<file path="src/cpu_pkg.sv">
package cpu_pkg;

	localparam int ISSUE_NUM = 2;
	localparam int REG_NUM   = 32;

	typedef logic [31:0] uint32_t;
	typedef logic [63:0] uint64_t;
	typedef logic [4:0]  reg_addr_t;
	typedef logic [31:0] virt_t;

	// primary opcodes
	localparam logic [5:0] OPC_SPECIAL = 6'h00;
	localparam logic [5:0] OPC_ADDIU   = 6'h09;
	localparam logic [5:0] OPC_ORI     = 6'h0d;
	localparam logic [5:0] OPC_LUI     = 6'h0f;

	// SPECIAL function codes
	localparam logic [5:0] FN_SLL   = 6'h00;
	localparam logic [5:0] FN_MFHI  = 6'h10;
	localparam logic [5:0] FN_MFLO  = 6'h12;
	localparam logic [5:0] FN_MULTU = 6'h19;
	localparam logic [5:0] FN_ADDU  = 6'h21;
	localparam logic [5:0] FN_SUBU  = 6'h23;
	localparam logic [5:0] FN_AND   = 6'h24;
	localparam logic [5:0] FN_OR    = 6'h25;
	localparam logic [5:0] FN_XOR   = 6'h26;
	localparam logic [5:0] FN_NOR   = 6'h27;
	localparam logic [5:0] FN_SLTU  = 6'h2b;

	typedef enum logic [3:0] {
		OP_NOP = 4'd0,
		OP_ADDU,
		OP_SUBU,
		OP_AND,
		OP_OR,
		OP_XOR,
		OP_NOR,
		OP_SLTU,
		OP_SLL,
		OP_LUI,
		OP_MULTU,
		OP_MFHI,
		OP_MFLO
	} alu_op_t;

	typedef struct packed {
		logic    we;
		uint64_t wdata;
	} hilo_req_t;

	typedef struct packed {
		logic  read;
		virt_t address;
	} ibus_req_t;

	// lower word of rddata is the instruction at the lower address
	typedef struct packed {
		uint64_t rddata;
		logic    stall;
	} ibus_resp_t;

	typedef struct packed {
		logic    valid;
		virt_t   pc;
		uint32_t instr;
	} fetch_entry_t;

	typedef struct packed {
		logic      valid;
		virt_t     pc;
		alu_op_t   op;
		reg_addr_t rd;
		uint32_t   op_a;
		uint32_t   op_b;
		logic [4:0] shamt;
	} pipeline_decode_t;

	typedef struct packed {
		logic      valid;
		virt_t     pc;
		reg_addr_t rd;
		uint32_t   wdata;
		hilo_req_t hiloreq;
	} pipeline_exec_t;

	typedef struct packed {
		logic      valid;
		virt_t     pc;
		reg_addr_t rd;
		uint32_t   wdata;
	} cpu_commit_t;

endpackage

</file>
<file path="src/decode_and_issue.sv">
`timescale 1ns/1ps

module decode_and_issue import cpu_pkg::*; (
	input  fetch_entry_t     [1:0] fetch_entry,
	input  logic                   stall_ex,
	input  pipeline_exec_t   [1:0] pipeline_exec,
	input  pipeline_exec_t   [1:0] pipeline_wb,
	output reg_addr_t        [3:0] reg_raddr,
	input  uint32_t          [3:0] reg_rdata,
	output pipeline_decode_t [1:0] pipeline_decode,
	output logic             [1:0] issue_num
);

alu_op_t   [1:0] op;
reg_addr_t [1:0] dest;
uint32_t   [1:0] imm;
logic      [1:0] use_imm;
logic      [1:0] is_multu;
logic      [1:0] uses_hilo;
logic            raw_dep;
logic            hilo_clash;

// the newest producer wins, EX slot 1 first and the regfile last
function automatic uint32_t forward(
	input reg_addr_t             addr,
	input uint32_t               rf_val,
	input pipeline_exec_t  [1:0] ex,
	input pipeline_exec_t  [1:0] wb
);
	uint32_t val;
	val = rf_val;
	for (int i = 0; i < 2; i++) begin
		if (wb[i].valid && wb[i].rd == addr)
			val = wb[i].wdata;
	end
	for (int i = 0; i < 2; i++) begin
		if (ex[i].valid && ex[i].rd == addr)
			val = ex[i].wdata;
	end
	if (addr == '0)
		val = '0;
	return val;
endfunction

always_comb begin
	for (int i = 0; i < 2; i++) begin
		op[i]      = OP_NOP;
		dest[i]    = '0;
		use_imm[i] = 1'b0;
		imm[i]     = {16'b0, fetch_entry[i].instr[15:0]};
		case (fetch_entry[i].instr[31:26])
			OPC_SPECIAL: begin
				dest[i] = fetch_entry[i].instr[15:11];
				case (fetch_entry[i].instr[5:0])
					FN_SLL:  op[i] = OP_SLL;
					FN_ADDU: op[i] = OP_ADDU;
					FN_SUBU: op[i] = OP_SUBU;
					FN_AND:  op[i] = OP_AND;
					FN_OR:   op[i] = OP_OR;
					FN_XOR:  op[i] = OP_XOR;
					FN_NOR:  op[i] = OP_NOR;
					FN_SLTU: op[i] = OP_SLTU;
					FN_MFHI: op[i] = OP_MFHI;
					FN_MFLO: op[i] = OP_MFLO;
					FN_MULTU: begin
						op[i]   = OP_MULTU;
						dest[i] = '0;
					end
					default: dest[i] = '0;
				endcase
			end
			OPC_ADDIU: begin
				op[i]      = OP_ADDU;
				dest[i]    = fetch_entry[i].instr[20:16];
				use_imm[i] = 1'b1;
				imm[i]     = {{16{fetch_entry[i].instr[15]}}, fetch_entry[i].instr[15:0]};
			end
			OPC_ORI: begin
				op[i]      = OP_OR;
				dest[i]    = fetch_entry[i].instr[20:16];
				use_imm[i] = 1'b1;
			end
			OPC_LUI: begin
				op[i]      = OP_LUI;
				dest[i]    = fetch_entry[i].instr[20:16];
				use_imm[i] = 1'b1;
			end
			default: ;
		endcase
		// all-zero word is the canonical nop, not an sll
		if (fetch_entry[i].instr == '0) begin
			op[i]   = OP_NOP;
			dest[i] = '0;
		end
		is_multu[i]  = op[i] == OP_MULTU;
		uses_hilo[i] = op[i] == OP_MULTU || op[i] == OP_MFHI || op[i] == OP_MFLO;
	end
end

// any rs or rt match with slot 0's destination splits the pair
assign raw_dep = dest[0] != '0 && (fetch_entry[1].instr[25:21] == dest[0] ||
	fetch_entry[1].instr[20:16] == dest[0]);
assign hilo_clash = (is_multu[0] && uses_hilo[1]) || (is_multu[1] && uses_hilo[0]);

always_comb begin
	if (stall_ex || ~fetch_entry[0].valid)
		issue_num = 2'd0;
	else if (~fetch_entry[1].valid || raw_dep || hilo_clash)
		issue_num = 2'd1;
	else
		issue_num = 2'd2;
end

always_comb begin
	for (int i = 0; i < 2; i++) begin
		reg_raddr[2*i]   = fetch_entry[i].instr[25:21];
		reg_raddr[2*i+1] = fetch_entry[i].instr[20:16];
		pipeline_decode[i].valid = fetch_entry[i].valid && op[i] != OP_NOP &&
			2'(i) < issue_num;
		pipeline_decode[i].pc    = fetch_entry[i].pc;
		pipeline_decode[i].op    = op[i];
		pipeline_decode[i].rd    = dest[i];
		pipeline_decode[i].op_a  = forward(fetch_entry[i].instr[25:21], reg_rdata[2*i],
			pipeline_exec, pipeline_wb);
		pipeline_decode[i].op_b  = use_imm[i] ? imm[i] : forward(fetch_entry[i].instr[20:16],
			reg_rdata[2*i+1], pipeline_exec, pipeline_wb);
		pipeline_decode[i].shamt = fetch_entry[i].instr[10:6];
	end
end

endmodule

</file>
<file path="config.mk">
export PLATFORM = sky130hd
export DESIGN_NAME = decode_and_issue
export DESIGN_NICKNAME = d
export VERILOG_FILES = /design/src/cpu_pkg.sv /design/src/decode_and_issue.sv
export SDC_FILE = /design/constraint.sdc
export NUM_CORES = 1
export LEC_CHECK = 0
export BUFFER_PORTS_ARGS = -buffer_cell sky130_fd_sc_hd__buf_2
export CORE_AREA = 2 2 404 406
export DETAILED_ROUTE_END_ITERATION = 10
export DIE_AREA = 0 0 406 408
export PLACE_DENSITY = 0.3
export RECOVER_POWER = 100
export SYNTH_ARGS = -nofsm -noshare
export SYNTH_HDL_FRONTEND = slang
export SYNTH_SLANG_ARGS = --single-unit
</file>
<file path="constraint.sdc">
create_clock -name vclk -period 2.55
set_input_delay 0.1275 -clock vclk [all_inputs]
set_output_delay 0.1275 -clock vclk [all_outputs]
set_load 0.05 [all_outputs]
</file>
### After elaboration in Yosys (flattened, before gate mapping)

Cells that the tools add are included.

* register bits: 0
* input bits: 799
* word-level logic and storage cells: 143

* order comparisons: 2
* equal/unequal tests: 50
* mux-type cells: 40
* bitwise operators: 2
* reductions and logical operators: 49

Operators with widths (number)
* 32-bit two-way mux: 24
* 5-bit equality test: 18
* 4-bit case mux with 11 select lines: 2
* 6-bit equality test (second input constant): 14
* 32-bit logical NOT: 2
* 6-bit by 4-bit equality test with 1-bit output (second input constant): 6
* 6-bit by 5-bit equality test with 1-bit output (second input constant): 6
* 4-bit case mux with 4 select lines: 2
* 4-bit equality test (second input constant): 6
* 6-bit logical NOT: 4
* 1-bit logical AND: 23
* 5-bit logical NOT: 4
* 5-bit two-way mux: 4
* 5-bit case mux with 2 select lines: 2
* 10-bit OR reduction: 2
* 1-bit logical OR: 9
* 4-bit two-way mux: 2
* 4-bit nonzero test: 2
* 3-bit OR reduction: 2
* 5-bit nonzero test: 1
* 1-bit by 2-bit < comparator with 1-bit output (first input constant): 2
* 2-bit two-way mux: 2
* 1-bit two-way mux: 2
* 1-bit inverter: 2

### Depth between registers and ports, before layout

Gate-level depths: netlist of run 1.

* depth after elaboration: 14
* depth in mapped cells: 10
* gate-level depth less buffers: 7

### Least setup slack after synthesis of run 1

OpenSTA, ideal clock, no wires.

* kind: input -> output
* start: input fetch_entry[70] (netlist name)
* end: output pipeline_decode[221] (netlist name)
* arrival: 3.570 ns
* required time: 2.423 ns
* path slack: -1.147 ns
* stages: 8
* path through: clkbuf_1 -> or3b_1 -> o21ai_0 -> o21ai_0 -> nor2_1 -> nor3_1 -> o2111a_1 -> nor4_1

RTL lines
* from (decl): line decode_and_issue.sv:4 `input fetch_entry_t [1:0] fetch_entry,`
* to (decl): line decode_and_issue.sv:10 `output pipeline_decode_t [1:0] pipeline_decode,`

==> impl_metrics.toml, run 1 <==
[outcome]
status = "finished with violations"
violations = "negative setup slack"

[timing]
hold_ws_ns = 0.255
fmax_mhz = 374
fin_ws_ns = -0.124
maxSlewHeadroom_pct = 50.4
finalCritPeriodShare_pct = 105
post-route-min-period_ns = 2.67
drv_slew = 0
setup_viol = 27
rsz0062_at_grt = "yes"
final_hold_viol_count = 0
worst_pin_slew_ns = 0.747

[yosys]
yosysTopAreaCell = "a211oi_1"
synth_cells = 1350
yosysSeqAreaShare_pct = 0
yosysMostFrequentCell = "a211oi_1"
synth_nets = 2149
ys_types = 62
syn_avg_cell_area_um2 = 6.28
synth_area_um2 = 8480
yosys-top-cells-count = "a211oi_1 (258), nor2_1 (210), o21ai_0 (140)"
synth-warning-count = 0
yosysTopAreaCellShare_pct = 22.9
synthTopCellsByArea = "a211oi_1 (23%), mux2i_1 (15%), nor2_1 (9.3%)"

[power]
power_per_cell_area_nw_per_um2 = 209
vdd_drop_max_v = 0.000111
p_leak_nw = 7.83

[finish]
drive_gt1_share_pct = 61.6
fill_cells = 18793
areaGrowthSynthToFinish_pct = 139
fin_util_pct = 12.5
n_clock_buffer = 0
layout.nets = 2806
seq_cells = 0
final_area_um2 = 20300
final-seq-area_um2 = 0

[drt]
drc = 0
firstDrtPassIters = 5
drtIter0Drc = 604
drt-total-wl_um = 106000
via_per_inst = 3.25
ant_nets = 0
via_count = 13603
detail_route.wl_per_cell_um = 25.2

[placement]
port_buffers = 527
dp_hpwl_um = 86200
place_area_um2 = 17000
place.gp.congestion = 0.818

[critical_path]
critPathLaunchType = "input pin"
crit_type = "in -> out"
crit_slowest_cell = "a211oi_2"
critPathRequiredTime_ns = 2.42
endpoint_kind = "primary output"
worst-path-max-fanout = 19
path_cells = "buf_2, xor2_1, nor4_2, buf_4, nand3_4, buf_12, mux2i_1, a211oi_2, a211oi_2, buf_4, o21ai_2, buf_12"
critPathMaxStageDelay_ns = 0.35
crit_arrival_ns = 2.55

[global_route]
grt_pass1_vias = 13459
grt_pass1_wl_um = 130000
antenna_found_initial = 66
grt_start_max_net_pins = 43
grtUsageTotal_pct = 11.7
grt.overflow.total = 0

[worst_hold_path]
hp-class = "in -> out"

[flow_run]
maxCapViolCount = 0

[die]
core_area_um2 = 162000
num_io_pins = 1043
rows = 148
dieArea_um2 = 166000
dieHeight_um = 408
die_x_um = 406
start_util_pct = 5.24

[clock_network]
cts_hold_buf = 0
[stage by stage]
step / setup TNS [ns] / instances / worst slack [ns] / total power, mW
floorplan: -0.0326 / 1350 / -0.0326 / 2.05
global placement: -17.85 / 4126 / -0.473 / 3.75
detailed placement: -14.15 / 4126 / -0.395 / 3.74
CTS: -1.19 / 4144 / -0.0992 / 4.02
global route: -6.84 / 4180 / -0.179 / 4.46
finish: -1.28 / 4188 / -0.124 / 4.24
[placed cells by master, fill, tap and decap left out, drive strengths merged, types with 2 or more instances in the layout]
cell,Yosys,routed
buf,120,827
a211oi,258,258
nor2,211,211
o21ai,140,140
mux2i,128,128
a21oi,82,82
xor2,70,70
clkbuf,116,62
nand2,49,49
nor4,27,27
nand3,20,20
xnor2,18,18
and3,13,13
diode,0,8
inv,8,8
nor3,8,8
and2,7,7
a22o,6,6
nand2b,5,5
or2,4,4
o211ai,4,4
nor2b,4,4
or4,4,4
nand3b,3,3
o21bai,3,3
or3,3,3
nand4,3,3
and3b,2,2
o21a,2,2
a32oi,2,2
nor3b,2,2
and4,2,2
o32ai,2,2
o311a,2,2
o31ai,2,2
bufbuf,0,2
[metal layers]
layer  up-vias  wire (um)  global-route usage [%]  share of wire, %
li1       6215          -                       -                 -
met1      6546      47900                    15.8                45
met5         -        357                       0              0.34
met4        54       2400                    1.82               2.3
met3       160       8420                    3.54               8.0
met2       628      46600                    18.6                44
[final cells by class]
class	instances	area, um2	area share (%)
tap	2175	2720	13.4
timing repair buffer	891	7870	38.8
multi-input combinational	1106	9620	47.5
antenna	8	20.0	0.0988
inverter	8	30.0	0.148
[worst paths after layout]
path	from	endpoint	slack, ns	cells after the start
setup / recovery	fetch_entry[81]	pipeline_decode[140]	-0.12	12
hold / removal	fetch_entry[97]	pipeline_decode[189]	0.26	0
[cell families after synthesis]
group | synth area share [%]
compound gates | 40.2
xor+xnor | 9.09
buf+inv | 15.2
mux | 15.1
simple gates | 20.3
[power breakdown]
part             total, mW  switching (mW)  internal (mW)
Clock          0.000000229               0    0.000000229
Combinational         4.24            2.50           1.74
Sequential               0               0              0
[timing repair]
item                                    CTS  global route
gates resized for setup                 282           354
pin swaps                                94           149
buffers inserted                         18            42
endpoints found under the setup margin  123           127
gates cloned                              7             5
[critical path: cells and delay by family]
kind	cells	cell delay, ns
compound gates	3	0.54
simple gates	2	0.41
mux	1	0.28
buf+inv	5	0.91
xor+xnor	1	0.20
Note: power is estimated with default switching activity, not from simulation.
==> run 2: changes to the inputs <==
--- a/config.mk
+++ b/config.mk
@@ -6,9 +6,9 @@
 export NUM_CORES = 1
 export LEC_CHECK = 0
 export BUFFER_PORTS_ARGS = -buffer_cell sky130_fd_sc_hd__buf_2
-export CORE_AREA = 2 2 404 406
+export CORE_AREA = 5 5 407 409
 export DETAILED_ROUTE_END_ITERATION = 10
-export DIE_AREA = 0 0 406 408
+export DIE_AREA = 0 0 412 414
 export PLACE_DENSITY = 0.3
 export RECOVER_POWER = 100
 export SYNTH_ARGS = -nofsm -noshare
==> impl_metrics.toml, run 2 (synthesis results as in run 1) <==
[outcome]
status = "finished with violations"
violations = "negative setup slack"

[drt]
wl_met3_um = 11900
top_layer = "met5"
firstDrtPassIters = 5
drc = 0
via_count = 13924
detail_route.wl_per_cell_um = 27.1
dr_wl_met2_um = 49100
drt-total-wl_um = 114000
drtIter0Drc = 701
wl_met1_um = 49400
ant_nets = 0
via_per_inst = 3.31

[die]
num_io_pins = 1043
dieArea_um2 = 171000
dieHeight_um = 414
rows = 148
core_area_um2 = 162000
start_util_pct = 5.24
die_x_um = 412

[timing]
finalCritPeriodShare_pct = 104
setup_viol = 19
maxSlewHeadroom_pct = 54.0
final_hold_viol_count = 0
drv_slew = 0
fmax_mhz = 378
finalSetupTns_ns = -0.682
fin_ws_ns = -0.0926
worst_pin_slew_ns = 0.693
post-route-min-period_ns = 2.64
rsz0062_at_grt = "yes"

[finish]
areaGrowthSynthToFinish_pct = 150
stdcell_count = 4212
final_area_um2 = 21200
layout_commonest_cell = "buf_2"
layout.nets = 2810
final-seq-area_um2 = 0
n_clock_buffer = 0
mostFrequentLayoutCells = "buf_2 (333), buf_4 (241), nor2_1 (185), a211oi_2 (170), buf_12 (147)"
drive_gt1_share_pct = 64.0
seq_cells = 0

[critical_path]
critPathMaxStageDelay_ns = 0.31
crit_slowest_cell = "nor4_4"
endpoint_kind = "primary output"
critPathLaunchType = "input pin"
setup.worst_path.start = "pipeline_wb[98]"
cp_common_cell = "buf_12"
path_cells = "buf_12, xor2_4, nor4_4, clkbuf_1, nand3_4, buf_12, buf_12, buf_6, mux2i_4, a211oi_4, a211oi_2, o21ai_2, buf_12"
worst-path-max-fanout = 4
critPathRequiredTime_ns = 2.42
crit_arrival_ns = 2.52
crit_type = "in -> out"

[power]
power_per_cell_area_nw_per_um2 = 212
p_leak_nw = 8.09
vdd_drop_max_v = 0.000110

[global_route]
grt_pass1_vias = 14322
grt_pass1_wl_um = 142000
grtUsageTotal_pct = 12.4
antenna_found_initial = 70
grt_start_max_net_pins = 33
grt.overflow.total = 0

[flow_run]
maxCapViolCount = 0

[worst_hold_path]
min_from = "fetch_entry[61]"
hp-class = "in -> out"

[placement]
port_buffers = 527
dp_cells = 4112
place.gp.congestion = 0.899
dp_hpwl_um = 91300
place_area_um2 = 17400

[clock_network]
cts_hold_buf = 0
-- run 2: changes by cell type in the layout (fill, tap and decap cells not counted), moves of 10 or more --
| cell | delta |
|---|---|
| a211oi_1 | -28 |
| buf_4 | -28 |
| buf_12 | +26 |
| a211oi_2 | +20 |
| diode_2 | +20 |
| o21ai_1 | -16 |
| nor2_1 | -13 |
| o21ai_4 | +13 |
| buf_16 | +10 |
-- run 2: worst max-delay path: cells and delay by family --
| kind | cells | cell delay (ns) |
|---|---|---|
| muxes | 1 | 0.19 |
| xor gates and xnor gates | 1 | 0.18 |
| and+or+nand+nor | 2 | 0.46 |
| buffers and inverters | 6 | 0.93 |
| AOI/OAI and AO/OA | 3 | 0.60 |
-- run 2: per-layer routing --
metal  vias to the layer above  track usage, %
met4                        50            3.33
li1                       6246               -
met5                         -               0
met2                       684            19.0
met3                       186            5.09
met1                      6758            15.9
-- run 2: repair_timing --
| action | 4_1_cts | 5_1_grt |
|---|---|---|
| gates resized for setup | 346 | 316 |
| pin swaps | 129 | 171 |
| endpoints found under the setup margin | 117 | 125 |
| cloned | 13 | 2 |
| buffers inserted | 44 | 40 |
-- run 2: through the flow --
stage               setup slack [ns]  hold slack (ns)  power [mW]  utilization, %
finish                       -0.0926            0.255        4.50            13.1
global route                  -0.172            0.255        4.69            13.1
global placement              -0.846            0.255        3.98            10.7
detailed placement            -0.840            0.255        3.97            10.7
floorplan                    -0.0326            0.418        2.05               -
CTS                           -0.258            0.255        4.33            12.1
-- run 2: final timing paths --
check / end / cells past startpoint
min: pipeline_decode[107] / 0
max: pipeline_decode[35] / 13
-- run 2: where the power goes --
group,switching [mW],total [mW],internal [mW]
clock network,0,0.00000131,0.00000131
registers,0,0,0
logic,2.60,4.50,1.89
total,2.60,4.50,1.89
-- run 2: final cells by class --
class,count,area [um2]
fill,18670,140000
multi-input combinational,1106,9940
timing repair buffer,895,8450
tap,2175,2720
antenna,28,70.1
inverter,8,30.0
==> run 3: changes to the inputs <==
--- a/config.mk
+++ b/config.mk
@@ -9,6 +9,7 @@
 export CORE_AREA = 5 5 407 409
 export DETAILED_ROUTE_END_ITERATION = 10
 export DIE_AREA = 0 0 412 414
+export MAX_ROUTING_LAYER = met4
 export PLACE_DENSITY = 0.3
 export RECOVER_POWER = 100
 export SYNTH_ARGS = -nofsm -noshare
==> impl_metrics.toml, run 3 (synthesis results as in run 1) <==
[power]
p_sw_share_pct = 57.9
vdd_drop_max_v = 0.000111
p_comb_share_pct = 100.0
seqPwrFrac_pct = 0
clkPwrFrac_pct = 0
p_leak_nw = 8.12
intPower_mw = 1.89
p_sw_mw = 2.60
power_per_cell_area_nw_per_um2 = 211

[drt]
drt-total-wl_um = 114000
drtIter0Drc = 608
firstDrtPassIters = 4
via_count = 13809
detail_route.wl_per_cell_um = 26.8
drc = 0
ant_nets = 0
via_per_inst = 3.26

[timing]
drv_slew = 0
fin_ws_ns = -0.102
maxSlewHeadroom_pct = 53.0
rsz0062_at_grt = "yes"
final_hold_viol_count = 0
post-route-min-period_ns = 2.65
finalCritPeriodShare_pct = 104
setup_viol = 20
fmax_mhz = 377
worst_pin_slew_ns = 0.708
finalSetupTns_ns = -0.728

[die]
core_area_um2 = 162000
dieArea_um2 = 171000
rows = 148
num_io_pins = 1043
dieHeight_um = 414
start_util_pct = 5.24
die_x_um = 412

[finish]
fin_util_pct = 13.2
drive_gt1_share_pct = 64.0
multi_input_area_um2 = 9920
seq_cells = 0
fill_cells = 18664
final-seq-area_um2 = 0
areaGrowthSynthToFinish_pct = 151
mostFrequentLayoutCells = "buf_2 (332), buf_4 (250), nor2_1 (184), a211oi_2 (167), buf_12 (143)"
n_clock_buffer = 0
layout_commonest_cell = "buf_2"
layout.nets = 2816
stdcell_count = 4242
final_area_um2 = 21300

[critical_path]
crit_type = "in -> out"
critPathLaunchType = "input pin"
path_cells = "clkbuf_2, buf_6, xor2_1, nor4_1, buf_4, nand3_4, buf_12, buf_4, a211oi_2, a21oi_2, a211oi_2, clkbuf_16"
crit_arrival_ns = 2.52
worst-path-max-fanout = 6
crit_slowest_cell = "a211oi_2"
path_delay_family = "buffers and inverters"
critPathMaxStageDelay_ns = 0.37
endpoint_kind = "primary output"
critPathRequiredTime_ns = 2.42
path_buf_inv = 6

[global_route]
grtUsageTotal_pct = 12.7
grt_pass1_vias = 14316
grt_pass1_wl_um = 141000
grt_start_max_net_pins = 33
antenna_found_initial = 70
grt.overflow.total = 0

[outcome]
status = "finished with violations"
violations = "negative setup slack"

[placement]
dp_hpwl_um = 91300
dp_cells = 4112
port_buffers = 527
place.gp.congestion = 0.914
place_area_um2 = 17400
pre_cts_ws_ns = -0.840

[flow_run]
maxCapViolCount = 0

[clock_network]
cts_hold_buf = 0

[worst_hold_path]
hp-class = "in -> out"
-- run 3: changes by cell type in the layout (fill, tap and decap cells not counted), sizes merged --
cell	delta
diode	+24
buf	+7
clkbuf	-1
-- run 3: metrics by stage --
step	hold slack (ns)	power, mW
CTS	0.255	4.33
floorplan	0.418	2.05
finish	0.255	4.49
global route	0.255	4.68
global placement	0.255	3.98
detailed placement	0.255	3.97
-- run 3: layout make-up --
cell class | count | share of cell area (%)
Antenna cell | 52 | 0.612
Inverter | 8 | 0.141
Multi-Input combinational cell | 1106 | 46.7
Tap cell | 2175 | 12.8
Timing Repair Buffer | 901 | 39.8
-- run 3: final timing paths --
path / endpoint / cells past startpoint / from
setup / recovery: pipeline_decode[51] / 12 / fetch_entry[25]
hold / removal: pipeline_decode[107] / 0 / fetch_entry[61]
-- run 3: per-layer routing --
metal | part of all wire, % | track usage (%)
met5 | 0 | -
met4 | 3.0 | 3.21
met3 | 10 | 5.07
met2 | 43 | 19.1
met1 | 44 | 15.9
-- run 3: repair_timing --
action / in CTS / in global routing
resized for setup: 346 / 304
cloned: 13 / 2
endpoints found under the setup margin: 117 / 125
buffers inserted: 44 / 46
pin swaps: 129 / 160
-- run 3: power by group through the flow --
stage               combinational, mW  sequential (mW)  clock [mW]
floorplan                        2.05                0           0
global placement                 3.98                0           0
detailed placement               3.97                0           0
CTS                              4.33                0           0
global route                     4.68                0  0.00000230
finish                           4.49                0  0.00000249
